### src/source/lvda_pkg.sv
package lvda_pkg;

    // processor word and PIO address.
    localparam int WORD_BITS = 26;
    localparam int ADDR_BITS = 9;

    // input card widths.
    localparam int NUM_DISCRETES  = 24;
    localparam int NUM_INTERRUPTS = 7;

    typedef logic [WORD_BITS-1:0]      word_t;
    typedef logic [ADDR_BITS-1:0]      pio_addr_t;
    typedef logic [NUM_DISCRETES-1:0]  discrete_t;
    typedef logic [NUM_INTERRUPTS-1:0] interrupt_t;

    // PIO address map.
    localparam pio_addr_t ADDR_DISCRETES  = 9'h041;
    localparam pio_addr_t ADDR_INTERRUPTS = 9'h042;
    localparam pio_addr_t ADDR_INT_RESET  = 9'h043;
    localparam pio_addr_t ADDR_BRD_LOAD   = 9'h050;
    localparam pio_addr_t ADDR_BRD_READ   = 9'h051;

    // cycles a synchronized input must hold still before it passes.
    localparam int FILTER_CYCLES = 4;

    typedef logic [$clog2(FILTER_CYCLES + 1)-1:0] filter_count_t;

    // sources for the read-data mux.
    typedef enum logic [1:0] {
        SRC_DISCRETES,
        SRC_INTERRUPTS,
        SRC_BRD
    } read_src_e;

endpackage
### src/source/lvda.sv
module lvda (
    input  logic                 sim_clk,
    input  logic                 rst_n,
    input  logic                 pio,
    input  lvda_pkg::pio_addr_t  pio_addr,
    input  lvda_pkg::word_t      pio_data,
    input  lvda_pkg::discrete_t  discretes_x,
    input  lvda_pkg::interrupt_t interrupts_x,
    output lvda_pkg::word_t      brd,
    output lvda_pkg::word_t      rd_data,
    output logic                 rd_valid,
    output logic                 intc
);

    // decoded commands.
    logic                rd_en;
    lvda_pkg::read_src_e rd_sel;
    logic                brd_load;
    logic                int_clear;
    lvda_pkg::word_t     wr_data;

    // conditioned inputs.
    lvda_pkg::discrete_t  filt_discretes;
    lvda_pkg::interrupt_t filt_interrupts;
    lvda_pkg::interrupt_t int_pending;

    pio_decode i_pio_decode (
        .sim_clk   (sim_clk),
        .rst_n     (rst_n),
        .pio       (pio),
        .pio_addr  (pio_addr),
        .pio_data  (pio_data),
        .rd_en     (rd_en),
        .rd_sel    (rd_sel),
        .brd_load  (brd_load),
        .int_clear (int_clear),
        .wr_data   (wr_data)
    );

    input_filter #(
        .payload_t (lvda_pkg::discrete_t)
    ) i_discrete_filter (
        .sim_clk  (sim_clk),
        .rst_n    (rst_n),
        .raw      (discretes_x),
        .filtered (filt_discretes)
    );

    input_filter #(
        .payload_t (lvda_pkg::interrupt_t)
    ) i_interrupt_filter (
        .sim_clk  (sim_clk),
        .rst_n    (rst_n),
        .raw      (interrupts_x),
        .filtered (filt_interrupts)
    );

    interrupt_register i_interrupt_register (
        .sim_clk     (sim_clk),
        .rst_n       (rst_n),
        .int_lines   (filt_interrupts),
        .int_clear   (int_clear),
        .wr_data     (wr_data),
        .int_pending (int_pending),
        .intc        (intc)
    );

    buffer_registers i_buffer_registers (
        .sim_clk     (sim_clk),
        .rst_n       (rst_n),
        .rd_en       (rd_en),
        .rd_sel      (rd_sel),
        .brd_load    (brd_load),
        .wr_data     (wr_data),
        .discretes   (filt_discretes),
        .int_pending (int_pending),
        .brd         (brd),
        .rd_data     (rd_data),
        .rd_valid    (rd_valid)
    );

endmodule

### src/source/buffer_registers.sv
module buffer_registers (
    input  logic                 sim_clk,
    input  logic                 rst_n,
    input  logic                 rd_en,
    input  lvda_pkg::read_src_e  rd_sel,
    input  logic                 brd_load,
    input  lvda_pkg::word_t      wr_data,
    input  lvda_pkg::discrete_t  discretes,
    input  lvda_pkg::interrupt_t int_pending,
    output lvda_pkg::word_t      brd,
    output lvda_pkg::word_t      rd_data,
    output logic                 rd_valid
);

    lvda_pkg::word_t rd_mux;

    // narrow sources land in the low bits.
    always_comb begin
        case (rd_sel)
            lvda_pkg::SRC_DISCRETES: begin
                rd_mux = lvda_pkg::word_t'(discretes);
            end
            lvda_pkg::SRC_INTERRUPTS: begin
                rd_mux = lvda_pkg::word_t'(int_pending);
            end
            lvda_pkg::SRC_BRD: begin
                rd_mux = brd;
            end
            default: begin
                rd_mux = '0;
            end
        endcase
    end

    // brd outputs follow the register directly.
    always_ff @(posedge sim_clk) begin
        if (!rst_n) begin
            brd <= '0;
        end else if (brd_load) begin
            brd <= wr_data;
        end
    end

    always_ff @(posedge sim_clk) begin
        if (!rst_n) begin
            rd_valid <= 1'b0;
            rd_data  <= '0;
        end else begin
            rd_valid <= rd_en;
            if (rd_en) begin
                rd_data <= rd_mux;  // held until the next read.
            end
        end
    end

endmodule

### src/source/interrupt_register.sv
module interrupt_register (
    input  logic                 sim_clk,
    input  logic                 rst_n,
    input  lvda_pkg::interrupt_t int_lines,
    input  logic                 int_clear,
    input  lvda_pkg::word_t      wr_data,
    output lvda_pkg::interrupt_t int_pending,
    output logic                 intc
);

    lvda_pkg::interrupt_t lines_q;  // filtered lines, one cycle old.
    lvda_pkg::interrupt_t rise;
    lvda_pkg::interrupt_t clear_mask;
    lvda_pkg::interrupt_t pending_next;

    assign rise = int_lines & ~lines_q;

    // mask sits in the low bits of the data word.
    assign clear_mask = int_clear ? wr_data[lvda_pkg::NUM_INTERRUPTS-1:0] : '0;

    // a new edge beats a clear of the same bit.
    assign pending_next = (int_pending & ~clear_mask) | rise;

    always_ff @(posedge sim_clk) begin
        if (!rst_n) begin
            lines_q     <= '0;
            int_pending <= '0;
            intc        <= 1'b0;
        end else begin
            lines_q     <= int_lines;
            int_pending <= pending_next;
            intc        <= |pending_next;  // tracks the pending bits.
        end
    end

endmodule

### src/source/pio_decode.sv
module pio_decode (
    input  logic                sim_clk,
    input  logic                rst_n,
    input  logic                pio,
    input  lvda_pkg::pio_addr_t pio_addr,
    input  lvda_pkg::word_t     pio_data,
    output logic                rd_en,
    output lvda_pkg::read_src_e rd_sel,
    output logic                brd_load,
    output logic                int_clear,
    output lvda_pkg::word_t     wr_data
);

    // one command pulse per strobe, one cycle later.
    always_ff @(posedge sim_clk) begin
        if (!rst_n) begin
            rd_en     <= 1'b0;
            rd_sel    <= lvda_pkg::SRC_DISCRETES;
            brd_load  <= 1'b0;
            int_clear <= 1'b0;
        end else begin
            rd_en     <= 1'b0;
            brd_load  <= 1'b0;
            int_clear <= 1'b0;
            if (pio) begin
                case (pio_addr)
                    lvda_pkg::ADDR_DISCRETES: begin
                        rd_en  <= 1'b1;
                        rd_sel <= lvda_pkg::SRC_DISCRETES;
                    end
                    lvda_pkg::ADDR_INTERRUPTS: begin
                        rd_en  <= 1'b1;
                        rd_sel <= lvda_pkg::SRC_INTERRUPTS;
                    end
                    lvda_pkg::ADDR_BRD_READ: begin
                        rd_en  <= 1'b1;
                        rd_sel <= lvda_pkg::SRC_BRD;
                    end
                    lvda_pkg::ADDR_BRD_LOAD: begin
                        brd_load <= 1'b1;
                    end
                    lvda_pkg::ADDR_INT_RESET: begin
                        int_clear <= 1'b1;
                    end
                    default: begin
                        rd_en <= 1'b0;  // unknown address, no command.
                    end
                endcase
            end
        end
    end

    // data word travels alongside the command.
    always_ff @(posedge sim_clk) begin
        if (pio) begin
            wr_data <= pio_data;
        end
    end

endmodule

### src/source/input_filter.sv
module input_filter #(
    parameter type payload_t = logic
) (
    input  logic     sim_clk,
    input  logic     rst_n,
    input  payload_t raw,
    output payload_t filtered
);

    localparam lvda_pkg::filter_count_t LAST =
        lvda_pkg::filter_count_t'(lvda_pkg::FILTER_CYCLES - 1);

    payload_t                sync_1;
    payload_t                sync_2;
    payload_t                held;  // last synchronized value.
    lvda_pkg::filter_count_t count;

    // raw levels are asynchronous to sim_clk.
    always_ff @(posedge sim_clk) begin
        if (!rst_n) begin
            sync_1 <= '0;
            sync_2 <= '0;
        end else begin
            sync_1 <= raw;
            sync_2 <= sync_1;
        end
    end

    // transient protection.
    // the count holds how many cycles sync_2 has shown the value in held.
    always_ff @(posedge sim_clk) begin
        if (!rst_n) begin
            held     <= '0;
            count    <= '0;
            filtered <= '0;
        end else begin
            held <= sync_2;
            if (sync_2 != held) begin
                count <= lvda_pkg::filter_count_t'(1);  // any change restarts.
            end else if (count < LAST) begin
                count <= count + 1'b1;
            end else begin
                filtered <= held;  // stable long enough.
            end
        end
    end

endmodule

### config.mk
export PLATFORM = sky130hd
export DESIGN_NAME = lvda
export DESIGN_NICKNAME = d
export VERILOG_FILES = /design/src/source/lvda_pkg.sv /design/src/source/lvda.sv /design/src/source/buffer_registers.sv /design/src/source/interrupt_register.sv /design/src/source/pio_decode.sv /design/src/source/input_filter.sv
export SDC_FILE = /design/constraint.sdc
export NUM_CORES = 1
export LEC_CHECK = 0
export BUFFER_PORTS_ARGS = -buffer_cell sky130_fd_sc_hd__buf_4
export CAP_MARGIN = 15
export CORE_ASPECT_RATIO = 1.5
export CORE_MARGIN = 2
export CORE_UTILIZATION = 45
export CTS_CLUSTER_DIAMETER = 50
export CTS_CLUSTER_SIZE = 28
export DETAILED_ROUTE_END_ITERATION = 12
export PLACE_DENSITY_LB_ADDON = 0.05
export SLEW_MARGIN = 30
export SYNTH_ARGS = -nofsm -noshare
export SYNTH_HDL_FRONTEND = slang
export SYNTH_SLANG_ARGS = --single-unit
export TNS_END_PERCENT = 5
### constraint.sdc
create_clock -name sim_clk -period 1.73 [get_ports sim_clk]
set_input_delay 0.0865 -clock sim_clk [delete_from_list [all_inputs] [get_ports sim_clk]]
set_output_delay 0.0865 -clock sim_clk [all_outputs]
set_load 0.02 [all_outputs]
### After elaboration in Yosys (flattened, before gate mapping)

Cells that the tools add are included.
Widths: inputs -> output; s select.

| operators by class | value |
|---|---|
| $add $sub $neg | 2 |
| order comparisons | 2 |
| eq/ne operators | 9 |
| multiplexer cells | 10 |
| bitwise logic cells | 10 |
| reductions and logical operators | 12 |

Operators by type and width:

| kind | count |
|---|---|
| $pmux 26 s3 | 1 |
| $eq 9x7->1 const B | 5 |
| $ne 24x24->1 | 1 |
| $and 7x7->7 | 2 |
| $not 7->7 | 2 |
| $reduce_and 2->1 | 4 |
| $mux 1 | 7 |
| $mux 7 | 1 |
| $ne 7x7->1 | 1 |
| $or 7x7->7 | 1 |
| $reduce_or 7->1 | 1 |
| $add 3x1->3 const B | 2 |
| $lt 3x2->1 const B | 2 |
| $pmux 2 s3 | 1 |
| $not 1->1 | 5 |
| $reduce_bool 2->1 | 2 |
| $reduce_or 2->1 | 2 |
| $reduce_bool 3->1 | 1 |
| $reduce_or 3->1 | 1 |
| $eq 2x1->1 const B | 1 |
| $eq 2x2->1 const B | 1 |
| $logic_not 2->1 | 1 |

| word-level totals | value |
|---|---|
| register bits | 229 |
| bits of input ports | 69 |
| output and inout bits | 54 |
| logic and storage cells | 68 |

### Depth between registers and ports, before layout

Gate-level depths: netlist (run 1).

| depth | value |
|---|---|
| word-level depth | 5 |
| mapped depth | 6 |

### Hierarchy

A second synthesis (run 1) with hierarchy kept.

| unflattened totals | value |
|---|---|
| cell total of the unflattened synthesis | 731 |
| area total of the unflattened synthesis | 8125.3 um^2 |

By module, submodules not included:

| module | times used | cells each | area an instance (um^2) | seq. area each (um^2) |
|---|---|---|---|---|
| input_filter at i_discrete_filter | 1 | 306 | 3315.7 | 1981.9 |
| buffer_registers | 1 | 219 | 2192.1 | 1061.0 |
| input_filter at i_interrupt_filter | 1 | 101 | 1062.3 | 620.6 |
| pio_decode | 1 | 50 | 1029.7 | 880.8 |
| interrupt_register | 1 | 55 | 525.5 | 300.3 |

### Worst setup path before layout (run 1)

Ideal clock, no wire load.

| path | value |
|---|---|
| path kind | reg-to-reg |
| start point | register i_discrete_filter.held[22] (netlist bit) |
| end point | register i_discrete_filter.filtered[10] (netlist bit) |
| arrival | 1.723 ns |
| data required time | 1.658 ns |
| slack | -0.064 ns |
| stages on the path, launching flop included | 7 |
| period minus slack after synthesis | 1.794 ns |
| cell sequence | dfxtp_1 xor2_1 nor4_1 nand2_1 nor4_4 buf_6 mux2i_1 |

| on the way | value |
|---|---|
| cells in the longest elaborated chain, start to end | 3 |

Ends and longest elaborated chain:

| what | line | source |
|---|---|---|
| start: declaration | input_filter.sv:15 | `payload_t held;` |
| start signal: assignment | input_filter.sv:37 | `held <= sync_2;` |
| $ne 24x24->1 | input_filter.sv:38 | `if (sync_2 != held) begin` |
| $not 1->1 (no source line) | n/a |  |
| $reduce_and 2->1 (no source line) | n/a |  |
| end signal: assignment | input_filter.sv:43 | `filtered <= held;` |
| end: declaration | input_filter.sv:7 | `output payload_t filtered` |

Every way passes these cells.
A chain may end at the register's enable or synchronous reset.

### Final worst setup path (run 1)

| path | value |
|---|---|
| start point | register i_discrete_filter.sync_2[18] (netlist bit) |
| end point | register i_discrete_filter.filtered[6] (netlist bit) |

| on the way | value |
|---|---|
| cells in the longest elaborated chain, start to end | 3 |

Ends and longest elaborated chain:

| what | line | source |
|---|---|---|
| start: declaration | input_filter.sv:14 | `payload_t sync_2;` |
| start signal: assignment | input_filter.sv:25 | `sync_2 <= sync_1;` |
| $ne 24x24->1 | input_filter.sv:38 |  |
| $not 1->1 (no source line) | n/a |  |
| $reduce_and 2->1 (no source line) | n/a |  |

Every way passes these cells.

==> metrics.txt, run 1 <==
PD cells=roughly 960 nW/um^2; Pre-antenna DRT Iters=4; Max FO, Critical Path=6; global-route wire length before repair=28.75 mm; most common library cell in the layout ignoring fill and taps=dfxtp_1; CP Class=flip-flop to flip-flop; Skew-Pair Late Insertion Delay=between 0.4 and 0.5 ns; Syn Inst Count=around 740; antenna violations before repair=0; Seq/Total Area, Yosys=between 50% and 60%; Final #Nets=approximately 1000; Die ar.=19190 um^2; Synthesis Warnings=0; Worst R2R Start=i_discrete_filter.sync_2[18]$_SDFF_PN0_; CP peak stage delay=about 0.34 ns; VDD IR max=0.8752 mV; residual DRC count=0; cell with the largest stage delay on the worst path=dfxtp_2; CTS tree=yes; Buf+Inv Stages, Crit Path=2; reg2reg path depth=7; vias in the first global route=~5.8k; number of fill cells=between 1.5k and 2k; Vert. Die Dim=around 170 um; global-route met3 utilization=approximately 2.7%; Synth cell types=36; reg2reg end=i_discrete_filter.filtered[6]$_SDFFE_PN0P_; fin crit share=106.4%; Worst path depth=7; min Tclk post-route=~1.8 ns; routed vias/inst=4.799; Tightest Pin Transition=0.5520 ns; GR Util met2=37.36%; share of layout cells above drive strength 1=about 20%; Post-Syn Area per Cell=about 11 um^2; violated checks=negative setup slack; pin count of the biggest net entering global routing=68; Hold Path End=i_interrupt_filter.count[0]$_SDFFE_PN0N_; Post-DRT Antenna Nets=0; Die W=113.8 um; Main synth FF type=dfxtp_1; Max H-tree Level=1; clock sinks=229; core area=17790 um^2; Final Hold Fails=0; crit-path leading delay family=simple AND/OR/NAND/NOR gates; RSZ-0062 raised after global routing=yes; clk_skew=0.01622 ns; Setup crit start kind=flip-flop; syn_nets=around 810; Critical Path RT=around 2.2 ns; Crit path arrival time=roughly 2.3 ns; final setup margin=-0.1107 ns; starting density of the core=approximately 46%; total track usage=between 10% and 20%; status=complete, but fails checks; Placer Congestion=about 0.77; r2r setup slk=-0.11 ns; area grow syn2layout=31.26%; Max Cap Viol=0; port buffer count=122; worst path cell trace=xor2_2 -> nor4_2 -> nand2_1 -> nor4_4 -> buf_4 -> buf_12 -> mux2i_4; Vias=between 5k and 6k; Critical Path Sink Type=flip-flop; final setup vio count=24; Rel. slew slack=63.15%; Netlist Area Pre-Place=slightly above 8000 um^2; Yosys reg bits=229; DRT Wirelength=around 18 mm; WHS=between 0.015 and 0.02 ns; GRT busiest layer=met2; multi-input logic area=~3100 um^2; Pleak=~4.3 nW; Fmax achieved=roughly 540 MHz; hpwl dp=12.40 mm; Storage cell area=between 4000 and 5000 um^2; Synth async-reset ratio=0%; IO Count=123; Max Slew Vio Count=0; pre-CTS worst setup slack=-0.1252 ns; Clock transition at path regs=about 0.090 ns; wire length per cell=roughly 16 um; drt initial violations=approximately 190; n_diodes=0; Core Util, Final=roughly 60%; # rows=60; Hold Path Depth=2; met1 usage=about a fifth; hold_sp=rst_n; commonest non-fill, non-tap cells in the layout=196 x dfxtp_1, 137 x buf_4, 119 x and2_1; GR Overflow Total=0; root buffer cell=clkbuf_16; Inserted Clock Buffers=18; clock buffer depth=3; final setup TNS=-1.637 ns; hold crit path type=input port to flip-flop; Post-synth EDFFs=26
## final cells by class
| type | instances | share of cell area [%] |
|---|---|---|
| clock inverters | 9 | 0.8908 |
| flip-flops and latches | 229 | 45.46 |
| clock buffers | 21 | 4.618 |
| repair buffers | 207 | 16.99 |
| multi-input cells | 447 | 28.79 |
| well taps | 217 | 2.543 |
| inverters | 20 | 0.7032 |
## cells in the mapped netlist (7+ instances only)
master	count	area share [%]
nand2_1	70	3.2
nor2_1	8	0.37
and2_1	119	9.2
edfxtp_1	26	9.6
nor2b_1	48	3.7
xnor2_1	7	0.75
nor4_1	7	0.54
xor2_1	24	2.6
a21oi_1	13	0.80
o211a_1	7	0.86
inv_1	20	0.92
mux2i_1	82	10
dfxtp_1	203	50
o22ai_1	17	1.3
clkbuf_1	34	1.6
o211ai_1	7	0.65
## flip-flops by register name (all words and copies together) (netlist names), 24 cells and up
name and flops:
i_pio_decode.wr_data 26, i_buffer_registers.rd_data 26, i_discrete_filter.sync_1 24, i_buffer_registers.brd 26
i_discrete_filter.filtered 24, i_discrete_filter.held 24, i_discrete_filter.sync_2 24
## repair_timing
action | 4_1_cts | 5_1_grt
buffers inserted | 2 | 0
resized for setup | 5 | 6
pin swaps | 3 | 7
hold endpoints to repair | 73 | 0
cloned | 2 | 0
hold buffers | 63 | 0
endpoints found under the setup margin | 24 | 24
## report_power, final
part	switching, W	internal, W	total [W]
clock	0.00200	0.00214	0.00414
sequential	0.0000683	0.00551	0.00558
combinational	0.000209	0.000316	0.000525
## layer usage
layer  up-vias  share of wire (%)
met5         -                  0
met3        29                3.6
li1       2796                  -
met4         0                2.3
met2        97                 57
met1      2597                 38
## cells by family (layout without fill, tap and decap cells)
kind of cell	Yosys count	after routing	share of synthesized area (%)
flip-flops	229	229	59.57
multiplexers	83	83	10.23
adder cells (fa/ha/maj)	2	2	0.3076
buffers and inverters	61	257	3.046
XOR/XNOR	31	31	3.338
AO/OA/AOI/OAI	58	58	4.738
AND/OR/NAND/NOR	273	273	18.77
## worst reg2reg max path, delay by kind of cell (launching register included)
family | cells | cell delay [ns]
xor+xnor | 1 | 0.18
buf+inv | 2 | 0.35
mux | 1 | 0.21
simple gates | 3 | 0.69
flops | 1 | 0.34
## worst max path at each step
stage,startpoint,endpoint,slack (ns)
3_3_place_gp,i_discrete_filter.sync_2[13]$_SDFF_PN0_,i_discrete_filter.filtered[11]$_SDFFE_PN0P_,-0.10
4_1_cts,i_discrete_filter.held[8]$_SDFF_PN0_,i_discrete_filter.filtered[17]$_SDFFE_PN0P_,-0.17
3_5_place_dp,i_discrete_filter.sync_2[13]$_SDFF_PN0_,i_discrete_filter.filtered[16]$_SDFFE_PN0P_,-0.13
6_report,i_discrete_filter.sync_2[18]$_SDFF_PN0_,i_discrete_filter.filtered[6]$_SDFFE_PN0P_,-0.11
5_1_grt,i_discrete_filter.sync_2[18]$_SDFF_PN0_,i_discrete_filter.filtered[21]$_SDFFE_PN0P_,-0.27
2_1_floorplan,i_discrete_filter.sync_2[10]$_SDFF_PN0_,i_discrete_filter.filtered[10]$_SDFFE_PN0P_,-0.06
## stage by stage
step / cells / power, W / area [um^2]
floorplan: 737 / 0.005894 / 8135
global placement: 1053 / 0.006098 / 9349
detailed placement: 1053 / 0.006118 / 9349
CTS: 1150 / 0.01039 / 10650
global route: 1150 / 0.01066 / 10680
finish: 1150 / 0.01025 / 10680
No activity file was read; power rests on OpenSTA's default activity.
==> inputs of run 2 (changes only) <==
CORE_ASPECT_RATIO = 0.9   (was 1.5)
SKIP_CTS_REPAIR_TIMING = 1   (was not set)
==> run 2 against run 1 <==
  * The flow still finishes with violations (negative setup slack)
  * First-iteration DRC count down 4.2%
  * Via count up 0.31%
  * Combinational power about the same
  * Global-route usage down 1.7 points
==> metrics.txt, run 2 (synthesized netlist as in run 1, its figures left out) <==
Placer Congestion=0.7359 (was 0.7746); Final Hold Fails=0 (unchanged); Max H-tree Level=1 (unchanged); GR Overflow Total=0 (unchanged); Post-DRT Antenna Nets=0 (unchanged); area grow syn2layout=33.15% (was 31.26%); total track usage=17.12% (was 18.86%); detailed-routed wire length on met3=801 um (was 638 um); Top Metal Used=met4 (unchanged); Fmax achieved=550.3 MHz (was 543.3 MHz); most common library cell in the layout ignoring fill and taps=dfxtp_1 (unchanged); antenna violations before repair=0 (unchanged); root buffer cell=clkbuf_16 (unchanged); Top Registers=i_buffer_registers.brd (26), i_buffer_registers.rd_data (26), i_pio_decode.wr_data (26) (unchanged); vias in the first global route=5253 (was 5789); r2r setup slk=-0.09 ns (was -0.11 ns); final setup margin=-0.08717 ns (was -0.1107 ns); status=complete, but fails checks (unchanged); drt initial violations=181 (was 189); WHS=0.06730 ns (was 0.01972 ns); Die W=145.7 um (was 113.8 um); Die ar.=19170 um^2 (was 19190 um^2); Max Slew Vio Count=0 (unchanged); commonest non-fill, non-tap cells in the layout=200 x dfxtp_1, 139 x buf_4, 119 x and2_1 (was 196 x dfxtp_1, 137 x buf_4, 119 x and2_1); metal2 WL=7.267 mm (was 10.08 mm); global-route wire length before repair=27.08 mm (was 28.75 mm); met1 wire length=8.855 mm (was 6.710 mm); clock sinks=229 (unchanged); RSZ-0062 raised after global routing=yes (unchanged); hpwl dp=11.84 mm (was 12.40 mm); Skew-Pair Late Insertion Delay=0.50 ns (was 0.49 ns); Crit path arrival time=2.24 ns (was 2.26 ns); Vias=5536 (was 5519); Setup crit start kind=flip-flop (unchanged); pin count of the biggest net entering global routing=48 (was 68); fin crit share=105.0% (was 106.4%); PD cells=1002 nW/um^2 (was 960.0 nW/um^2); VDD IR max=0.6225 mV (was 0.8752 mV); Critical Path RT=2.16 ns (was 2.15 ns); Pleak=4.330 nW (was 4.255 nW); Critical Path Sink Type=flip-flop (unchanged); hold crit path type=input port to flip-flop (unchanged); share of layout cells above drive strength 1=20.19% (was 19.94%); clock buffer depth=3 (unchanged); starting density of the core=46.03% (was 45.71%); final setup TNS=-1.485 ns (was -1.637 ns); CTS tree=yes (unchanged); IO Count=123 (unchanged); Max Cap Viol=0 (unchanged); Inserted Clock Buffers=22 (was 18); Rel. slew slack=66.63% (was 63.15%); Vert. Die Dim=131.5 um (was 168.7 um); Tightest Pin Transition=0.5006 ns (was 0.5520 ns); number of fill cells=1438 (was 1552); Final #Nets=1001 (was 994); multi-input logic area=3047 um^2 (was 3073 um^2); Clock transition at path regs=0.07 ns (was 0.09 ns); CP Class=flip-flop to flip-flop (unchanged); Pre-antenna DRT Iters=4 (unchanged); residual DRC count=0 (unchanged); clk_skew=0.01597 ns (was 0.01622 ns); port buffer count=122 (unchanged); routed vias/inst=4.668 (was 4.799); Max FO, Critical Path=6 (unchanged); n_diodes=0 (unchanged); Storage cell area=4848 um^2 (was 4853 um^2); min Tclk post-route=1.817 ns (was 1.841 ns); wire length per cell=14.47 um (was 15.52 um); # rows=46 (was 60); final setup vio count=24 (unchanged); DRT Wirelength=17.17 mm (was 17.85 mm); core area=17670 um^2 (was 17790 um^2); violated checks=negative setup slack (unchanged)
-- run 2: cell count changes in the layout (fill, tap and decap cells not counted), sizes merged --
cell | previous run | this run
clkinvlp | 0 | 1
clkinv | 2 | 7
clkbuf | 21 | 28
inv | 27 | 26
buf | 144 | 145
-- run 2: metrics by stage --
step | cells | power, W | util [%] | instance area, um^2 | setup WS (ns)
finish | 1186 | 0.01085 | 61.29 | 10830 | -0.08717
global route | 1186 | 0.01127 | 61.29 | 10830 | -0.2507
CTS | 1119 | 0.01086 | 57.27 | 10120 | -0.1092
detailed placement | 1079 | 0.006123 | 53.12 | 9387 | -0.08561
global placement | 1079 | 0.006106 | 53.12 | 9387 | -0.03484
floorplan | 737 | 0.005894 | - | 8135 | -0.05792
-- run 2: metal layers --
layer,global-route usage (%),vias to the layer above
met5,0,-
met4,4.031,0
met3,3.681,20
met2,25.29,121
met1,25.54,2575
li1,-,2820
-- run 2: final timing paths --
path | start | to | depth (start not counted)
worst min register to register | i_discrete_filter.sync_1[19]$_SDFF_PN0_ | i_discrete_filter.sync_2[19]$_SDFF_PN0_ | 1
worst max register to register | i_discrete_filter.held[22]$_SDFF_PN0_ | i_discrete_filter.filtered[1]$_SDFFE_PN0P_ | 7
worst max-delay path | i_discrete_filter.held[22]$_SDFF_PN0_ | i_discrete_filter.filtered[1]$_SDFFE_PN0P_ | 7
worst min-delay path | rst_n | i_interrupt_filter.count[0]$_SDFFE_PN0N_ | 2
-- run 2: area by class of cell --
class,count,area share [%]
well taps,240,2.773
clock inverters,14,1.248
repair buffers,210,16.87
flip-flops and latches,229,44.77
multi-input cells,447,28.13
clock buffers,26,5.511
inverters,20,0.6932
-- run 2: power by group --
group	leakage [nW]	total, W	switching, W	internal [W]
clock	0.360	0.00474	0.00216	0.00258
combinational	2.06	0.000528	0.000209	0.000319
sequential	1.91	0.00558	0.0000671	0.00551
total	4.33	0.0108	0.00244	0.00841
-- run 2: critical path: stages, from the launching register on --
cell,delay [ns]
dfxtp_1,0.33
xor2_1,0.17
nor4_2,0.27
nand2_1,0.15
nor4_4,0.30
buf_6,0.17
clkbuf_16,0.16
mux2i_1,0.19
==> inputs of run 3 (changes only) <==
PLACE_DENSITY = 0.66   (was not set)
PLACE_DENSITY_LB_ADDON = not set   (was 0.05)
==> run 3 against run 2 <==
  * The flow still finishes with violations (negative setup slack)
  * Power fell by 0.50%
  * Non-clock buffer count rose by 4
  * Hold slack got worse by 0.0086 ns
  * Worst setup slack improved by 0.0013 ns
  * Critical endpoint is now i_discrete_filter.filtered[3]$_SDFFE_PN0P_
==> metrics.txt, run 3 (synthesized netlist as in run 1, its figures left out) <==
status=complete, but fails checks (unchanged); violated checks=negative setup slack (unchanged); Critical Path Sink Type=flip-flop (unchanged); Final #Nets=1003 (was 1001); port buffer count=122 (unchanged); commonest non-fill, non-tap cells in the layout=199 x dfxtp_1, 145 x buf_4, 119 x and2_1 (was 200 x dfxtp_1, 139 x buf_4, 119 x and2_1); Die W=145.7 um (unchanged); Vert. Die Dim=131.5 um (unchanged); hold crit path type=input port to flip-flop (unchanged); Pre-antenna DRT Iters=4 (unchanged); multi-input logic area=3057 um^2 (was 3047 um^2); detailed-routed wire length on met3=751 um (was 801 um); Max Slew Vio Count=0 (unchanged); clk_skew=0.01623 ns (was 0.01597 ns); Rel. slew slack=78.68% (was 66.63%); Top Metal Used=met4 (unchanged); fin crit share=105.0% (about the same); final setup TNS=-1.415 ns (was -1.485 ns); Crit path arrival time=2.24 ns (about the same); starting density of the core=46.03% (unchanged); number of fill cells=1443 (was 1438); Critical Path RT=2.15 ns (was 2.16 ns); Vias=5611 (was 5536); global-route wire length before repair=26.42 mm (was 27.08 mm); Fmax achieved=550.7 MHz (was 550.3 MHz); Tightest Pin Transition=0.3168 ns (was 0.5006 ns); CTS tree=yes (unchanged); Top Registers=i_buffer_registers.brd (26), i_buffer_registers.rd_data (26), i_pio_decode.wr_data (26) (unchanged); metal2 WL=7.662 mm (was 7.267 mm); Placer Congestion=0.8746 (was 0.7359); pin count of the biggest net entering global routing=83 (was 48); Clock transition at path regs=0.07 ns (about the same); Final Cell Area=10840 um^2 (was 10830 um^2); wire length per cell=14.36 um (was 14.47 um); routed vias/inst=4.731 (was 4.668); Setup crit start kind=flip-flop (unchanged); min Tclk post-route=1.816 ns (was 1.817 ns); VDD IR max=0.5298 mV (was 0.6225 mV); Max H-tree Level=1 (unchanged); # rows=46 (unchanged); Inserted Clock Buffers=20 (was 22); GR Overflow Total=0 (unchanged); Die ar.=19170 um^2 (unchanged); CP Class=flip-flop to flip-flop (unchanged); final setup vio count=24 (unchanged); Post-DRT Antenna Nets=0 (unchanged); Skew-Pair Late Insertion Delay=0.50 ns (about the same); Pleak=4.337 nW (was 4.330 nW); share of layout cells above drive strength 1=20.51% (was 20.19%); hpwl dp=11.54 mm (was 11.84 mm); core area=17670 um^2 (unchanged); root buffer cell=clkbuf_16 (unchanged); met1 wire length=8.222 mm (was 8.855 mm); most common library cell in the layout ignoring fill and taps=dfxtp_1 (unchanged); Max FO, Critical Path=6 (unchanged); Max Cap Viol=0 (unchanged); DRT Wirelength=17.03 mm (was 17.17 mm); antenna violations before repair=0 (unchanged); Area after DPL=9361 um^2 (was 9387 um^2); area grow syn2layout=33.23% (was 33.15%); n_diodes=0 (unchanged); RSZ-0062 raised after global routing=yes (unchanged); Final Hold Fails=0 (unchanged); total track usage=16.50% (was 17.12%); IO Count=123 (unchanged); clock buffer depth=3 (unchanged); PD cells=996.0 nW/um^2 (was 1002 nW/um^2); final setup margin=-0.08586 ns (was -0.08717 ns); vias in the first global route=5299 (was 5253); clock sinks=229 (unchanged); drt initial violations=281 (was 181); residual DRC count=0 (unchanged); Storage cell area=4850 um^2 (was 4848 um^2)
run 3: critical path, stage by stage (launching register included):
cell and delay, ns:
dfxtp_1 0.32, xor2_1 0.15, nor4_1 0.34, nand2_1 0.18
nor4_4 0.25, buf_4 0.18, clkbuf_16 0.15, mux2i_1 0.18
run 3: cell type report:
class / instances / share of cell area, %
Clock inverter: 12 / 1.293
Multi-Input combinational cell: 447 / 28.21
Clock buffer: 24 / 5.346
Tap cell: 240 / 2.771
Sequential cell: 229 / 44.76
Timing Repair Buffer: 214 / 16.93
Inverter: 20 / 0.6928
run 3: final timing paths:
| check | start | endpoint | slack (ns) | cells after the start |
|---|---|---|---|---|
| worst min-delay path | pio_addr[6] | i_pio_decode.brd_load$_SDFF_PN0_ | 0.06 | 4 |
| worst min register to register | i_discrete_filter.sync_1[16]$_SDFF_PN0_ | i_discrete_filter.sync_2[16]$_SDFF_PN0_ | 0.43 | 1 |
| worst max-delay path | i_discrete_filter.sync_2[13]$_SDFF_PN0_ | i_discrete_filter.filtered[3]$_SDFFE_PN0P_ | -0.09 | 7 |
| worst max register to register | i_discrete_filter.sync_2[13]$_SDFF_PN0_ | i_discrete_filter.filtered[3]$_SDFFE_PN0P_ | -0.09 | 7 |
run 3: power by group:
group          internal [W]  switching (W)
Clock               0.00254        0.00214
Combinational      0.000319       0.000207
Sequential          0.00551      0.0000670
Total               0.00838        0.00242
run 3: per-layer routing:
| metal | vias to the layer above | GRT usage [%] |
|---|---|---|
| met5 | - | 0 |
| met2 | 136 | 25.45 |
| met4 | 0 | 4.793 |
| met3 | 34 | 2.951 |
| li1 | 2821 | - |
| met1 | 2620 | 23.73 |
run 3: metrics by stage:
step	utilization, %	total power, W	hold slack, ns	cells	setup WS [ns]
5_1_grt	61.32	0.01116	0.07561	1186	-0.2045
4_1_cts	57.05	0.01079	-0.2561	1115	-0.1183
3_3_place_gp	52.98	0.006090	0.2656	1079	-0.04333
3_5_place_dp	52.98	0.006108	0.2658	1079	-0.1136
2_1_floorplan	-	0.005894	0.1636	737	-0.05792
6_report	61.32	0.01079	0.05867	1186	-0.08586
